===== config.mk =====
export PLATFORM = sky130hd
export DESIGN_NAME = tcp_session_tap
export DESIGN_NICKNAME = d
export VERILOG_FILES = /design/src/mpf_pkg.sv /design/src/tcp_session_tap.sv /design/src/tap_ctrl_regs.sv /design/src/payload_forwarder.sv /design/src/session_match_table.sv /design/src/rx_header_parser.sv
export SDC_FILE = /design/constraint.sdc
export NUM_CORES = 1
export LEC_CHECK = 0
export CAP_MARGIN = 20
export CORE_ASPECT_RATIO = 0.7
export CORE_MARGIN = 4
export CORE_UTILIZATION = 37
export CTS_CLUSTER_DIAMETER = 150
export CTS_CLUSTER_SIZE = 24
export DETAILED_ROUTE_END_ITERATION = 12
export DONT_BUFFER_PORTS = 1
export GPL_TIMING_DRIVEN = 0
export HOLD_SLACK_MARGIN = 0.05
export RECOVER_POWER = 25
export SYNTH_ARGS = -nofsm -noshare
export SYNTH_HDL_FRONTEND = slang
export SYNTH_HIERARCHICAL = 1
export SYNTH_SLANG_ARGS = --single-unit

===== constraint.sdc =====
create_clock -name clk -period 23.3 [get_ports clk]
set_clock_uncertainty 0.05 [all_clocks]
set_input_delay 1.165 -clock clk [delete_from_list [all_inputs] [get_ports clk]]
set_output_delay 1.165 -clock clk [all_outputs]
set_load 0.005 [all_outputs]

===== src/mpf_pkg.sv =====
//####################
// shared widths for the tcp session tap
// ethernet / ipv4 / tcp constants and header beat positions
// wishbone register map
//####################
package mpf_pkg;

  // stream and key widths
  localparam int DATA_W  = 64;
  localparam int EMPTY_W = 3;
  localparam int TUPLE_W = 104;  // sip, dip, proto, sport, dport
  localparam int SEQ_W   = 32;
  localparam int KEY_W   = TUPLE_W + SEQ_W;
  localparam int LEN_W   = 16;
  localparam int BEAT_W  = 8;
  localparam int MAX_CH  = 32;

  // protocol constants
  localparam logic [15:0]      ETH_TYPE_IPV4  = 16'h0800;
  localparam logic [7:0]       IP_PROTO_TCP   = 8'd6;
  localparam logic [3:0]       IPV4_IHL       = 4'd5;   // no ip options
  localparam logic [LEN_W-1:0] IPV4_HDR_BYTES = 16'd20;
  localparam logic [6:0]       TCP_HDR_START  = 7'd34;  // 14 eth + 20 ip

  // beat index of each header field group, byte 0 in data[63:56]
  localparam logic [BEAT_W-1:0] ETH_BEAT      = 8'd1;  // ethertype, version/ihl
  localparam logic [BEAT_W-1:0] IPHDR_BEAT    = 8'd2;  // total len, proto
  localparam logic [BEAT_W-1:0] ADDR_BEAT     = 8'd3;  // sip
  localparam logic [BEAT_W-1:0] PORT_BEAT     = 8'd4;  // dip low half, ports
  localparam logic [BEAT_W-1:0] HDR_DONE_BEAT = 8'd5;  // seq low half, data offset

  // wishbone word addresses
  localparam int WB_ADR_W = 3;
  localparam logic [WB_ADR_W-1:0] REG_ARM      = 3'd0;
  localparam logic [WB_ADR_W-1:0] REG_DISARM   = 3'd1;
  localparam logic [WB_ADR_W-1:0] REG_MATCH    = 3'd2;
  localparam logic [WB_ADR_W-1:0] REG_SEQERR   = 3'd3;
  localparam logic [WB_ADR_W-1:0] REG_PKT_CNT  = 3'd4;
  localparam logic [WB_ADR_W-1:0] REG_TCP_CNT  = 3'd5;
  localparam logic [WB_ADR_W-1:0] REG_FWD_CNT  = 3'd6;
  localparam logic [WB_ADR_W-1:0] REG_LAST_LEN = 3'd7;

endpackage

===== src/tcp_session_tap.sv =====
//####################
// tcp_session_tap top
// header parser, match table, payload forwarder, wishbone regs
//####################
module tcp_session_tap #(
  parameter int NUM_CH = 4
) (
  input  logic                          clk,
  input  logic                          rst_n,
  // mac rx stream, no ready
  input  logic                          rx_vld_i,
  input  logic [mpf_pkg::DATA_W-1:0]    rx_data_i,
  input  logic                          rx_sop_i,
  input  logic                          rx_eop_i,
  input  logic [mpf_pkg::EMPTY_W-1:0]   rx_empty_i,
  // wishbone classic
  input  logic                          wb_cyc_i,
  input  logic                          wb_stb_i,
  input  logic                          wb_we_i,
  input  logic [mpf_pkg::WB_ADR_W-1:0]  wb_adr_i,
  input  logic [31:0]                   wb_dat_i,
  output logic [31:0]                   wb_dat_o,
  output logic                          wb_ack_o,
  // payload stream
  output logic                          pay_vld_o,
  output logic [mpf_pkg::DATA_W-1:0]    pay_data_o,
  output logic                          pay_sop_o,
  output logic [mpf_pkg::EMPTY_W-1:0]   pay_offset_o,
  output logic                          pay_eop_o,
  output logic [mpf_pkg::EMPTY_W-1:0]   pay_empty_o
);

  logic                      hdr_done, is_tcp_pkt, hit, fwd;
  logic [mpf_pkg::KEY_W-1:0] hdr_key;
  logic [mpf_pkg::LEN_W-1:0] pay_len;
  logic [6:0]                pay_start;
  logic [NUM_CH-1:0]         match_vec, seqerr_vec, armed_vec, arm_vec, disarm_vec;

  rx_header_parser u_parser (
    .clk, .rst_n, .rx_vld_i, .rx_data_i, .rx_sop_i, .rx_eop_i,
    .hdr_done_o(hdr_done), .hdr_key_o(hdr_key), .pay_len_o(pay_len),
    .pay_start_o(pay_start), .is_tcp_o(is_tcp_pkt)
  );

  session_match_table #(.NUM_CH(NUM_CH)) u_table (
    .clk, .rst_n, .hdr_done_i(hdr_done), .hdr_key_i(hdr_key), .pay_len_i(pay_len),
    .arm_i(arm_vec), .disarm_i(disarm_vec), .hit_o(hit), .match_o(match_vec),
    .seqerr_o(seqerr_vec), .armed_o(armed_vec)
  );

  payload_forwarder u_fwd (
    .clk, .rst_n, .rx_vld_i, .rx_data_i, .rx_eop_i, .rx_empty_i,
    .hdr_done_i(hdr_done), .hit_i(hit), .pay_start_i(pay_start),
    .pay_vld_o, .pay_data_o, .pay_sop_o, .pay_offset_o, .pay_eop_o, .pay_empty_o,
    .fwd_o(fwd)
  );

  tap_ctrl_regs #(.NUM_CH(NUM_CH)) u_regs (
    .clk, .rst_n, .wb_cyc_i, .wb_stb_i, .wb_we_i, .wb_adr_i, .wb_dat_i,
    .armed_i(armed_vec), .match_i(match_vec), .seqerr_i(seqerr_vec),
    .sop_i(rx_vld_i & rx_sop_i), .tcp_i(is_tcp_pkt), .fwd_i(fwd),
    .hdr_done_i(hdr_done), .pay_len_i(pay_len),
    .arm_o(arm_vec), .disarm_o(disarm_vec), .wb_dat_o, .wb_ack_o
  );

endmodule


===== src/tap_ctrl_regs.sv =====
//####################
// tap_ctrl_regs
// wishbone classic slave, arm / disarm pulses
// sticky match and seq error flags, counters, last length
//####################
module tap_ctrl_regs #(
  parameter int NUM_CH = 4
) (
  input  logic                          clk,
  input  logic                          rst_n,
  input  logic                          wb_cyc_i,
  input  logic                          wb_stb_i,
  input  logic                          wb_we_i,
  input  logic [mpf_pkg::WB_ADR_W-1:0]  wb_adr_i,
  input  logic [31:0]                   wb_dat_i,
  input  logic [NUM_CH-1:0]             armed_i,
  input  logic [NUM_CH-1:0]             match_i,
  input  logic [NUM_CH-1:0]             seqerr_i,
  input  logic                          sop_i,
  input  logic                          tcp_i,
  input  logic                          fwd_i,
  input  logic                          hdr_done_i,
  input  logic [mpf_pkg::LEN_W-1:0]     pay_len_i,
  output logic [NUM_CH-1:0]             arm_o,
  output logic [NUM_CH-1:0]             disarm_o,
  output logic [31:0]                   wb_dat_o,
  output logic                          wb_ack_o
);

  if (NUM_CH < 1 || NUM_CH > mpf_pkg::MAX_CH) begin : g_bad_num_ch
    $error("NUM_CH out of range");
  end

  logic                      req;
  logic                      wr_en;
  logic [NUM_CH-1:0]         match_flag_q;
  logic [NUM_CH-1:0]         seqerr_flag_q;
  logic [31:0]               pkt_cnt_q, tcp_cnt_q, fwd_cnt_q;
  logic [mpf_pkg::LEN_W-1:0] last_len_q;
  logic                      tcp_q;
  logic [31:0]               armed_ext, match_ext, seqerr_ext;
  logic [31:0]               rd_data;

  assign req   = wb_cyc_i && wb_stb_i && !wb_ack_o;
  assign wr_en = wb_cyc_i && wb_stb_i && wb_ack_o && wb_we_i;  // writes land on ack

  assign arm_o    = (wr_en && wb_adr_i == mpf_pkg::REG_ARM)    ? wb_dat_i[NUM_CH-1:0] : '0;
  assign disarm_o = (wr_en && wb_adr_i == mpf_pkg::REG_DISARM) ? wb_dat_i[NUM_CH-1:0] : '0;

  //####################
  // flags and counters
  //####################
  always_ff @(posedge clk) begin
    if (!rst_n) begin
      match_flag_q  <= '0;
      seqerr_flag_q <= '0;
      pkt_cnt_q     <= '0;
      tcp_cnt_q     <= '0;
      fwd_cnt_q     <= '0;
      tcp_q         <= 1'b0;
      wb_ack_o      <= 1'b0;
    end else begin
      wb_ack_o <= req;  // single-cycle ack
      tcp_q    <= tcp_i;
      // set wins over a w1c in the same cycle
      if (wr_en && wb_adr_i == mpf_pkg::REG_MATCH)
        match_flag_q <= (match_flag_q & ~wb_dat_i[NUM_CH-1:0]) | match_i;
      else
        match_flag_q <= match_flag_q | match_i;
      if (wr_en && wb_adr_i == mpf_pkg::REG_SEQERR)
        seqerr_flag_q <= (seqerr_flag_q & ~wb_dat_i[NUM_CH-1:0]) | seqerr_i;
      else
        seqerr_flag_q <= seqerr_flag_q | seqerr_i;
      if (sop_i)          pkt_cnt_q <= pkt_cnt_q + 1'b1;
      if (tcp_i && !tcp_q) tcp_cnt_q <= tcp_cnt_q + 1'b1;  // rising is_tcp
      if (fwd_i)          fwd_cnt_q <= fwd_cnt_q + 1'b1;
    end
  end

  always_ff @(posedge clk) begin
    if (hdr_done_i) last_len_q <= pay_len_i;
  end

  //####################
  // read path
  //####################
  always_comb begin
    armed_ext                = '0;
    match_ext                = '0;
    seqerr_ext               = '0;
    armed_ext[NUM_CH-1:0]    = armed_i;
    match_ext[NUM_CH-1:0]    = match_flag_q;
    seqerr_ext[NUM_CH-1:0]   = seqerr_flag_q;
    case (wb_adr_i)
      mpf_pkg::REG_ARM:     rd_data = armed_ext;
      mpf_pkg::REG_MATCH:   rd_data = match_ext;
      mpf_pkg::REG_SEQERR:  rd_data = seqerr_ext;
      mpf_pkg::REG_PKT_CNT: rd_data = pkt_cnt_q;
      mpf_pkg::REG_TCP_CNT: rd_data = tcp_cnt_q;
      mpf_pkg::REG_FWD_CNT: rd_data = fwd_cnt_q;
      mpf_pkg::REG_LAST_LEN: rd_data = {{(32 - mpf_pkg::LEN_W){1'b0}}, last_len_q};
      default:              rd_data = '0;  // disarm reads 0
    endcase
  end

  always_ff @(posedge clk) begin
    if (req) wb_dat_o <= rd_data;  // valid with ack
  end

endmodule


===== src/payload_forwarder.sv =====
//####################
// payload_forwarder
// per-packet fsm, idle / parse / forward / drop
// matched tcp payload out, one cycle behind the input
//####################
module payload_forwarder (
  input  logic                         clk,
  input  logic                         rst_n,
  input  logic                         rx_vld_i,
  input  logic [mpf_pkg::DATA_W-1:0]   rx_data_i,
  input  logic                         rx_eop_i,
  input  logic [mpf_pkg::EMPTY_W-1:0]  rx_empty_i,
  input  logic                         hdr_done_i,
  input  logic                         hit_i,
  input  logic [6:0]                   pay_start_i,
  output logic                         pay_vld_o,
  output logic [mpf_pkg::DATA_W-1:0]   pay_data_o,
  output logic                         pay_sop_o,
  output logic [mpf_pkg::EMPTY_W-1:0]  pay_offset_o,
  output logic                         pay_eop_o,
  output logic [mpf_pkg::EMPTY_W-1:0]  pay_empty_o,
  output logic                         fwd_o
);

  localparam logic [1:0] IDLE = 2'd0, PARSE = 2'd1, FORWARD = 2'd2, DROP = 2'd3;

  logic [1:0]                 state_q, state_d;
  logic [mpf_pkg::BEAT_W-1:0] beat_q;      // index of the beat on the bus
  logic [mpf_pkg::BEAT_W-1:0] start_beat;
  logic                       started_q;   // payload sop already sent
  logic                       first_beat;
  logic                       emit;

  always_comb begin
    state_d = state_q;
    case (state_q)
      IDLE:    if (rx_vld_i && !rx_eop_i) state_d = PARSE;  // first beat is sop
      PARSE: begin
        if (rx_vld_i && rx_eop_i) state_d = IDLE;     // short or non-tcp
        else if (hdr_done_i)      state_d = hit_i ? FORWARD : DROP;
      end
      FORWARD: if (rx_vld_i && rx_eop_i) state_d = IDLE;
      DROP:    if (rx_vld_i && rx_eop_i) state_d = IDLE;
      default: state_d = IDLE;
    endcase
  end

  always_ff @(posedge clk) begin
    if (!rst_n) begin
      state_q   <= IDLE;
      beat_q    <= '0;
      started_q <= 1'b0;
    end else begin
      state_q <= state_d;
      if (rx_vld_i) beat_q <= rx_eop_i ? '0 : beat_q + 1'b1;
      if (rx_vld_i && rx_eop_i) started_q <= 1'b0;
      else if (first_beat)      started_q <= 1'b1;
    end
  end

  //####################
  // output stage
  //####################
  assign start_beat = {{(mpf_pkg::BEAT_W - 4){1'b0}}, pay_start_i[6:3]};
  assign first_beat = (state_q == FORWARD) && rx_vld_i && !started_q && (beat_q == start_beat);
  assign emit       = (state_q == FORWARD) && rx_vld_i && (started_q || first_beat);

  always_ff @(posedge clk) begin
    if (!rst_n) begin
      pay_vld_o    <= 1'b0;
      pay_sop_o    <= 1'b0;
      pay_eop_o    <= 1'b0;
      pay_offset_o <= '0;
    end else begin
      pay_vld_o    <= emit;
      pay_sop_o    <= first_beat;
      pay_eop_o    <= emit && rx_eop_i;
      pay_offset_o <= first_beat ? pay_start_i[2:0] : '0;  // leading bytes to skip
    end
  end

  always_ff @(posedge clk) begin
    if (emit) begin
      pay_data_o  <= rx_data_i;   // data untouched
      pay_empty_o <= rx_empty_i;
    end
  end

  assign fwd_o = pay_sop_o;  // one per forwarded packet

endmodule


===== src/session_match_table.sv =====
//####################
// session_match_table
// per-channel armed flag and stored tuple + expected seq
// compare against every parsed header
//####################
module session_match_table #(
  parameter int NUM_CH = 4
) (
  input  logic                       clk,
  input  logic                       rst_n,
  input  logic                       hdr_done_i,
  input  logic [mpf_pkg::KEY_W-1:0]  hdr_key_i,
  input  logic [mpf_pkg::LEN_W-1:0]  pay_len_i,
  input  logic [NUM_CH-1:0]          arm_i,
  input  logic [NUM_CH-1:0]          disarm_i,
  output logic                       hit_o,
  output logic [NUM_CH-1:0]          match_o,
  output logic [NUM_CH-1:0]          seqerr_o,
  output logic [NUM_CH-1:0]          armed_o
);

  localparam int SEQ_W = mpf_pkg::SEQ_W;

  logic [mpf_pkg::KEY_W-1:0] last_key_q;
  logic [mpf_pkg::LEN_W-1:0] last_len_q;
  logic [SEQ_W-1:0]          next_seq;
  logic [mpf_pkg::KEY_W-1:0] arm_key;
  logic [mpf_pkg::KEY_W-1:0] key_q [NUM_CH];
  logic [NUM_CH-1:0]         armed_q;

  // snapshot source for arming
  always_ff @(posedge clk) begin
    if (hdr_done_i) begin
      last_key_q <= hdr_key_i;
      last_len_q <= pay_len_i;
    end
  end

  assign next_seq = last_key_q[SEQ_W-1:0] + {{(SEQ_W - mpf_pkg::LEN_W){1'b0}}, last_len_q};
  assign arm_key  = {last_key_q[SEQ_W +: mpf_pkg::TUPLE_W], next_seq};

  always_ff @(posedge clk) begin
    for (int ch = 0; ch < NUM_CH; ch++) begin
      if (arm_i[ch]) key_q[ch] <= arm_key;
    end
  end

  //####################
  // compare
  //####################
  always_comb begin
    match_o  = '0;
    seqerr_o = '0;
    for (int ch = 0; ch < NUM_CH; ch++) begin
      match_o[ch]  = hdr_done_i && armed_q[ch] && (key_q[ch] == hdr_key_i);
      seqerr_o[ch] = hdr_done_i && armed_q[ch] &&
                     (key_q[ch][SEQ_W +: mpf_pkg::TUPLE_W] ==
                      hdr_key_i[SEQ_W +: mpf_pkg::TUPLE_W]) &&
                     (key_q[ch][SEQ_W-1:0] != hdr_key_i[SEQ_W-1:0]);  // tuple ok, seq off
    end
  end

  assign hit_o = |match_o;

  always_ff @(posedge clk) begin
    if (!rst_n) begin
      armed_q <= '0;
    end else begin
      for (int ch = 0; ch < NUM_CH; ch++) begin
        if (disarm_i[ch])     armed_q[ch] <= 1'b0;  // disarm beats arm
        else if (arm_i[ch])   armed_q[ch] <= 1'b1;
        else if (match_o[ch]) armed_q[ch] <= 1'b0;  // one-shot
      end
    end
  end

  assign armed_o = armed_q;

endmodule


===== src/rx_header_parser.sv =====
//####################
// rx_header_parser
// eth -> ipv4 -> tcp header walk on the 64-bit rx stream
// five-tuple, seq, payload length and payload start
//####################
module rx_header_parser (
  input  logic                        clk,
  input  logic                        rst_n,
  input  logic                        rx_vld_i,
  input  logic [mpf_pkg::DATA_W-1:0]  rx_data_i,
  input  logic                        rx_sop_i,
  input  logic                        rx_eop_i,
  output logic                        hdr_done_o,
  output logic [mpf_pkg::KEY_W-1:0]   hdr_key_o,
  output logic [mpf_pkg::LEN_W-1:0]   pay_len_o,
  output logic [6:0]                  pay_start_o,
  output logic                        is_tcp_o
);

  logic [mpf_pkg::BEAT_W-1:0] beat_q;
  logic [mpf_pkg::BEAT_W-1:0] cur_beat;    // index of the beat on the bus now
  logic [mpf_pkg::DATA_W-1:0] data_dly_q;  // previous valid beat
  logic                       ipv4_q;
  logic                       tcp_ok_q;    // ipv4, ihl 5, tcp, header not yet done
  logic                       tcp_hold_q;
  logic [31:0]                sip_q;
  logic [31:0]                dip_q;
  logic [7:0]                 proto_q;
  logic [15:0]                sp_q;
  logic [15:0]                dp_q;
  logic [15:0]                ip_len_q;
  logic [mpf_pkg::SEQ_W-1:0]  seq_q;
  logic [mpf_pkg::SEQ_W-1:0]  seq_cur;
  logic [3:0]                 doff_q;
  logic [3:0]                 doff_cur;

  assign cur_beat = rx_sop_i ? '0 : beat_q;

  //####################
  // beat count and delay line
  //####################
  always_ff @(posedge clk) begin
    if (!rst_n) begin
      beat_q <= '0;
    end else if (rx_vld_i) begin
      beat_q <= rx_eop_i ? '0 : cur_beat + 1'b1;
    end
  end

  always_ff @(posedge clk) begin
    if (rx_vld_i) data_dly_q <= rx_data_i;  // for fields split over two beats
  end

  //####################
  // protocol checks
  //####################
  always_ff @(posedge clk) begin
    if (!rst_n) begin
      ipv4_q     <= 1'b0;
      tcp_ok_q   <= 1'b0;
      tcp_hold_q <= 1'b0;
    end else if (rx_vld_i) begin
      if (cur_beat == mpf_pkg::ETH_BEAT)
        ipv4_q <= (rx_data_i[31:16] == mpf_pkg::ETH_TYPE_IPV4);
      // ihl sits in the previous beat, proto in this one
      if (cur_beat == '0 || hdr_done_o)
        tcp_ok_q <= 1'b0;
      else if (cur_beat == mpf_pkg::IPHDR_BEAT)
        tcp_ok_q <= ipv4_q && (data_dly_q[11:8] == mpf_pkg::IPV4_IHL) &&
                    (rx_data_i[7:0] == mpf_pkg::IP_PROTO_TCP);
      if (rx_eop_i)
        tcp_hold_q <= 1'b0;
      else if (hdr_done_o)
        tcp_hold_q <= 1'b1;
    end
  end

  //####################
  // field capture
  //####################
  always_ff @(posedge clk) begin
    if (rx_vld_i) begin
      if (cur_beat == mpf_pkg::IPHDR_BEAT) begin
        ip_len_q <= rx_data_i[63:48];  // bytes 16..17
        proto_q  <= rx_data_i[7:0];    // byte 23
      end
      if (cur_beat == mpf_pkg::ADDR_BEAT)
        sip_q <= rx_data_i[47:16];     // bytes 26..29
      if (cur_beat == mpf_pkg::PORT_BEAT) begin
        dip_q <= {data_dly_q[15:0], rx_data_i[63:48]};
        sp_q  <= rx_data_i[47:32];
        dp_q  <= rx_data_i[31:16];
      end
      if (hdr_done_o) begin
        seq_q  <= seq_cur;
        doff_q <= doff_cur;
      end
    end
  end

  assign hdr_done_o = rx_vld_i && tcp_ok_q && (cur_beat == mpf_pkg::HDR_DONE_BEAT);

  // live on beat 5, held copy afterwards
  assign seq_cur  = hdr_done_o ? {data_dly_q[15:0], rx_data_i[63:48]} : seq_q;
  assign doff_cur = hdr_done_o ? rx_data_i[15:12] : doff_q;  // byte 46 high nibble

  assign hdr_key_o   = {sip_q, dip_q, proto_q, sp_q, dp_q, seq_cur};
  assign pay_len_o   = ip_len_q - mpf_pkg::IPV4_HDR_BYTES - {10'b0, doff_cur, 2'b00};
  assign pay_start_o = mpf_pkg::TCP_HDR_START + {1'b0, doff_cur, 2'b00};
  assign is_tcp_o    = hdr_done_o | tcp_hold_q;

endmodule


==> flow_metrics.env <==
export IMPL_netlist_top_cells_area="sky130_fd_sc_hd__edfxtp_1 (64%), sky130_fd_sc_hd__dfxtp_1 (6.0%), sky130_fd_sc_hd__xor2_1 (5.5%), sky130_fd_sc_hd__xnor2_1 (3.9%), sky130_fd_sc_hd__nand4_1 (1.3%)"
export IMPL_portBuffers=0
export IMPL_synth_cells_most_frequent="sky130_fd_sc_hd__edfxtp_1 (983), sky130_fd_sc_hd__xor2_1 (289), sky130_fd_sc_hd__xnor2_1 (202)"
export IMPL_final_max_slew_viol_count=0
export IMPL_dr_total_vias=27040
export IMPL_path_common_cell="sky130_fd_sc_hd__buf_6"
export IMPL_worstPathArrival_ns=6.33
export IMPL_finalSetupViolations=0
export IMPL_final_min_period_over_clock_period=0.2499
export IMPL_cts_root_buf="sky130_fd_sc_hd__clkbuf_16"
export IMPL_yosys_register_bits=1121
export IMPL_synthesis_area_per_instance_um2=15.04
export IMPL_max_clock_freq_mhz=171.7
export IMPL_yosysWarningCount=6
export IMPL_hold_path_class="reg -> reg"
export IMPL_synthDistinctLibCells=83
export IMPL_timing_critical_path_slowest_cell_delay_ns=0.93
export IMPL_die_height_um=302.8
export IMPL_status="finished clean"
export IMPL_viasPerCell=5.588
export IMPL_cp_start_kind="input port"
export IMPL_synth_most_common_cell="sky130_fd_sc_hd__edfxtp_1"
export IMPL_insertion_delay_to_the_later_sink_of_the_worst_skew_pair_ns=0.69
export IMPL_dpl_instance_area_mm2=0.04874
export IMPL_synthesis_instances=3055
export IMPL_die_area_mm2=0.1299
export IMPL_synth_edf_count=983
export IMPL_postSynth_asyncResetShare=0
export IMPL_cts_buffers_inserted=52
export IMPL_synthToLayoutAreaGrowth_pct=9.471
export IMPL_maxCapViolCount=0
export IMPL_setup_tns_ns=0
export IMPL_antenna_violations_before_repair=16
export IMPL_post_synth_top_area_cell="sky130_fd_sc_hd__edfxtp_1"
export IMPL_cp_end_kind="register"
export IMPL_postCtsSetupBuffers=0
export IMPL_crit_slowest_cell="sky130_fd_sc_hd__nor4_1"
export IMPL_postSynthNetCount=3200
export IMPL_pin_count_of_the_biggest_net_entering_global_routing=51
export IMPL_wirelength_mm=141.1
export IMPL_io_pins=216
export IMPL_ys_seq_area_frac=0.7028
export IMPL_final_hold_violation_count=0
export IMPL_tritoncts="built"
export IMPL_yosys_most_used_dff="sky130_fd_sc_hd__edfxtp_1"
export IMPL_cts_sinks=1121
export IMPL_fin_crit_ns=5.823
export IMPL_tritonroute_pass_1_iters=8
export IMPL_fin_cells=4838
export IMPL_grt_overflow_total=0
export IMPL_first_global_vias=25260
export IMPL_drtIter0Drc=3839
export IMPL_num_rows=107
export IMPL_post_route_cell_area_mm2=0.05028
export IMPL_ctsHtreeMaxLevel=2
export IMPL_fp_coreArea_mm2=0.1225
export IMPL_power_density_cell_area_mw_per_mm2=64.77
export IMPL_timing_worst_slew_pin_value_ns=1.283
export IMPL_grt_first_pass_wirelength_mm=194.2
export IMPL_drc=0
export IMPL_critPathMaxFanout=10
export IMPL_leakagePower_nw=15.38
export IMPL_hold_buffers=0
export IMPL_cts_resized_gates=0
export IMPL_cts_max_path_buffers=3
export IMPL_post_dp_hpwl_mm=106.3
export IMPL_avg_wl_per_cell_um=29.17
export IMPL_synth_cell_area_mm2=0.04593
export IMPL_post_place_cells=4736
export IMPL_peakVddDrop_v=0.00004810
export IMPL_final_nets=3305
export IMPL_die_x_um=429.1
export IMPL_grt_setup_unrepaired="false"
export IMPL_remaining_antenna_violation_count=0
export IMPL_slew_headroom=0.1371
export IMPL_p_total_mw=3.257
export IMPL_routabilityCongestion=0.9611
export IMPL_grt_total_usage=0.2105
export IMPL_synth_top_area_frac=0.6426
export IMPL_final_layout_size_suffix_gt1_frac=0.06763
export IMPL_worstSetupPathType="in -> reg"
export IMPL_required_ns=23.81
export IMPL_ordered_cell_list_for_the_critical_path="clkbuf_1 > nor2b_1 > ha_1 > nand2_1 > nor3_2 > buf_8 > buf_6 > buf_6 > buf_6 > o211ai_1 > or4_1 > nor4_1 > nand4_1 > inv_1 > or4_1 > nand2_1 > o21ai_0 > a21oi_1"
export IMPL_clk_pin_slew_worst_paths_ns=0.10
export IMPL_starting_utilization_of_the_core_area=0.3750
## logic make-up after synthesis
group	Yosys count	synth area share
AO/OA/AOI/OAI	361	0.05358
XOR/XNOR	491	0.09362
adder cells (fa/ha/maj)	35	0.009697
buffers and inverters	177	0.01585
flip-flops	1121	0.7028
multiplexers	87	0.02495
other	2	0.0001635
AND/OR/NAND/NOR	781	0.09937
## state kept, by name, indices dropped and copies added, names as in the netlist, 4 cells and up
| register | cells |
|---|---|
| u_table/key_q | 544 |
| u_table/last_key_q | 136 |
| u_fwd/pay_data_o | 64 |
| u_parser/dip_q | 32 |
| u_parser/seq_q | 32 |
| u_parser/sip_q | 32 |
| u_regs/fwd_cnt_q | 32 |
| u_regs/pkt_cnt_q | 32 |
| u_regs/tcp_cnt_q | 32 |
| u_regs/wb_dat_o | 32 |
| u_parser/data_dly_q | 16 |
| u_parser/dp_q | 16 |
| u_parser/ip_len_q | 16 |
| u_parser/sp_q | 16 |
| u_regs/last_len_q | 16 |
| u_table/last_len_q | 16 |
| u_fwd/beat_q | 8 |
| u_parser/beat_q | 8 |
| u_parser/proto_q | 8 |
| u_parser/doff_q | 4 |
| u_regs/match_flag_q | 4 |
| u_regs/seqerr_flag_q | 4 |
| u_table/armed_o | 4 |
## stage by stage
step           utilization  setup WS (ns)  hold slack (ns)
5_1_grt             0.4104          17.11           0.4229
4_1_cts             0.4101          17.58           0.4137
3_3_place_gp        0.3917         -7.544           0.3808
6_report            0.4105          17.48           0.4061
2_1_floorplan            -          6.749           0.3722
3_5_place_dp        0.3979          16.88           0.3898
## cell usage in the layout (no fill, tap or decap), types with 29 or more instances in the layout
cell and instances:
sky130_fd_sc_hd__a21oi_1 77, sky130_fd_sc_hd__and2_1 31, sky130_fd_sc_hd__clkbuf_1 76, sky130_fd_sc_hd__clkbuf_16 52
sky130_fd_sc_hd__dfxtp_1 138, sky130_fd_sc_hd__edfxtp_1 983, sky130_fd_sc_hd__ha_1 34, sky130_fd_sc_hd__inv_1 102
sky130_fd_sc_hd__mux2_2 30, sky130_fd_sc_hd__mux2i_1 32, sky130_fd_sc_hd__nand2_1 102, sky130_fd_sc_hd__nand2b_1 56
sky130_fd_sc_hd__nand3_1 51, sky130_fd_sc_hd__nand4_1 99, sky130_fd_sc_hd__nor2_1 82, sky130_fd_sc_hd__nor2b_1 76
sky130_fd_sc_hd__nor4_1 93, sky130_fd_sc_hd__o21ai_0 56, sky130_fd_sc_hd__o31ai_1 29, sky130_fd_sc_hd__or4_1 40
sky130_fd_sc_hd__xnor2_1 202, sky130_fd_sc_hd__xor2_1 289
## report_power, final
part | switching [mW] | internal, mW
combinational | 0.0183 | 0.00816
clock | 0.637 | 0.427
sequential | 0.00524 | 2.16
## layout make-up
| class | instances | area (um^2) |
|---|---|---|
| fillers | 11110 | 72210 |
| flip-flops and latches | 1121 | 32280 |
| multi-input cells | 1757 | 13000 |
| well taps | 1635 | 2046 |
| clock buffers | 84 | 1421 |
| repair buffers | 51 | 708.2 |
| inverters | 106 | 397.9 |
| plain buffers | 71 | 330.3 |
| clock inverters | 4 | 75.07 |
| diodes | 9 | 22.52 |
## path summary, 6_finish.rpt
kind,start,to,slack (ns),cells past startpoint
worst max-delay path,rx_sop_i,u_fwd/state_q[0],17.48,18
worst min-delay path,u_parser/data_dly_q[5],u_parser/dip_q[21],0.41,0
worst max register to register,u_parser/beat_q[0],u_fwd/state_q[0],17.82,17
worst min register to register,u_parser/data_dly_q[5],u_parser/dip_q[21],0.41,0
## worst max-delay path, delay by kind of cell
kind            cells  cell delay (ns)
compound gates      3             0.35
simple gates        8             3.35
buf+inv             6             1.11
fa+ha+maj           1             0.34
## routing by layer
metal	vias up	part of all wire	track usage
met5	-	0.000078	0
met2	1324	0.40	0.2869
met1	13800	0.46	0.3206
met3	105	0.12	0.07935
met4	2	0.015	0.03511
li1	11800	-	-
No activity file was read; power rests on OpenSTA's default activity.
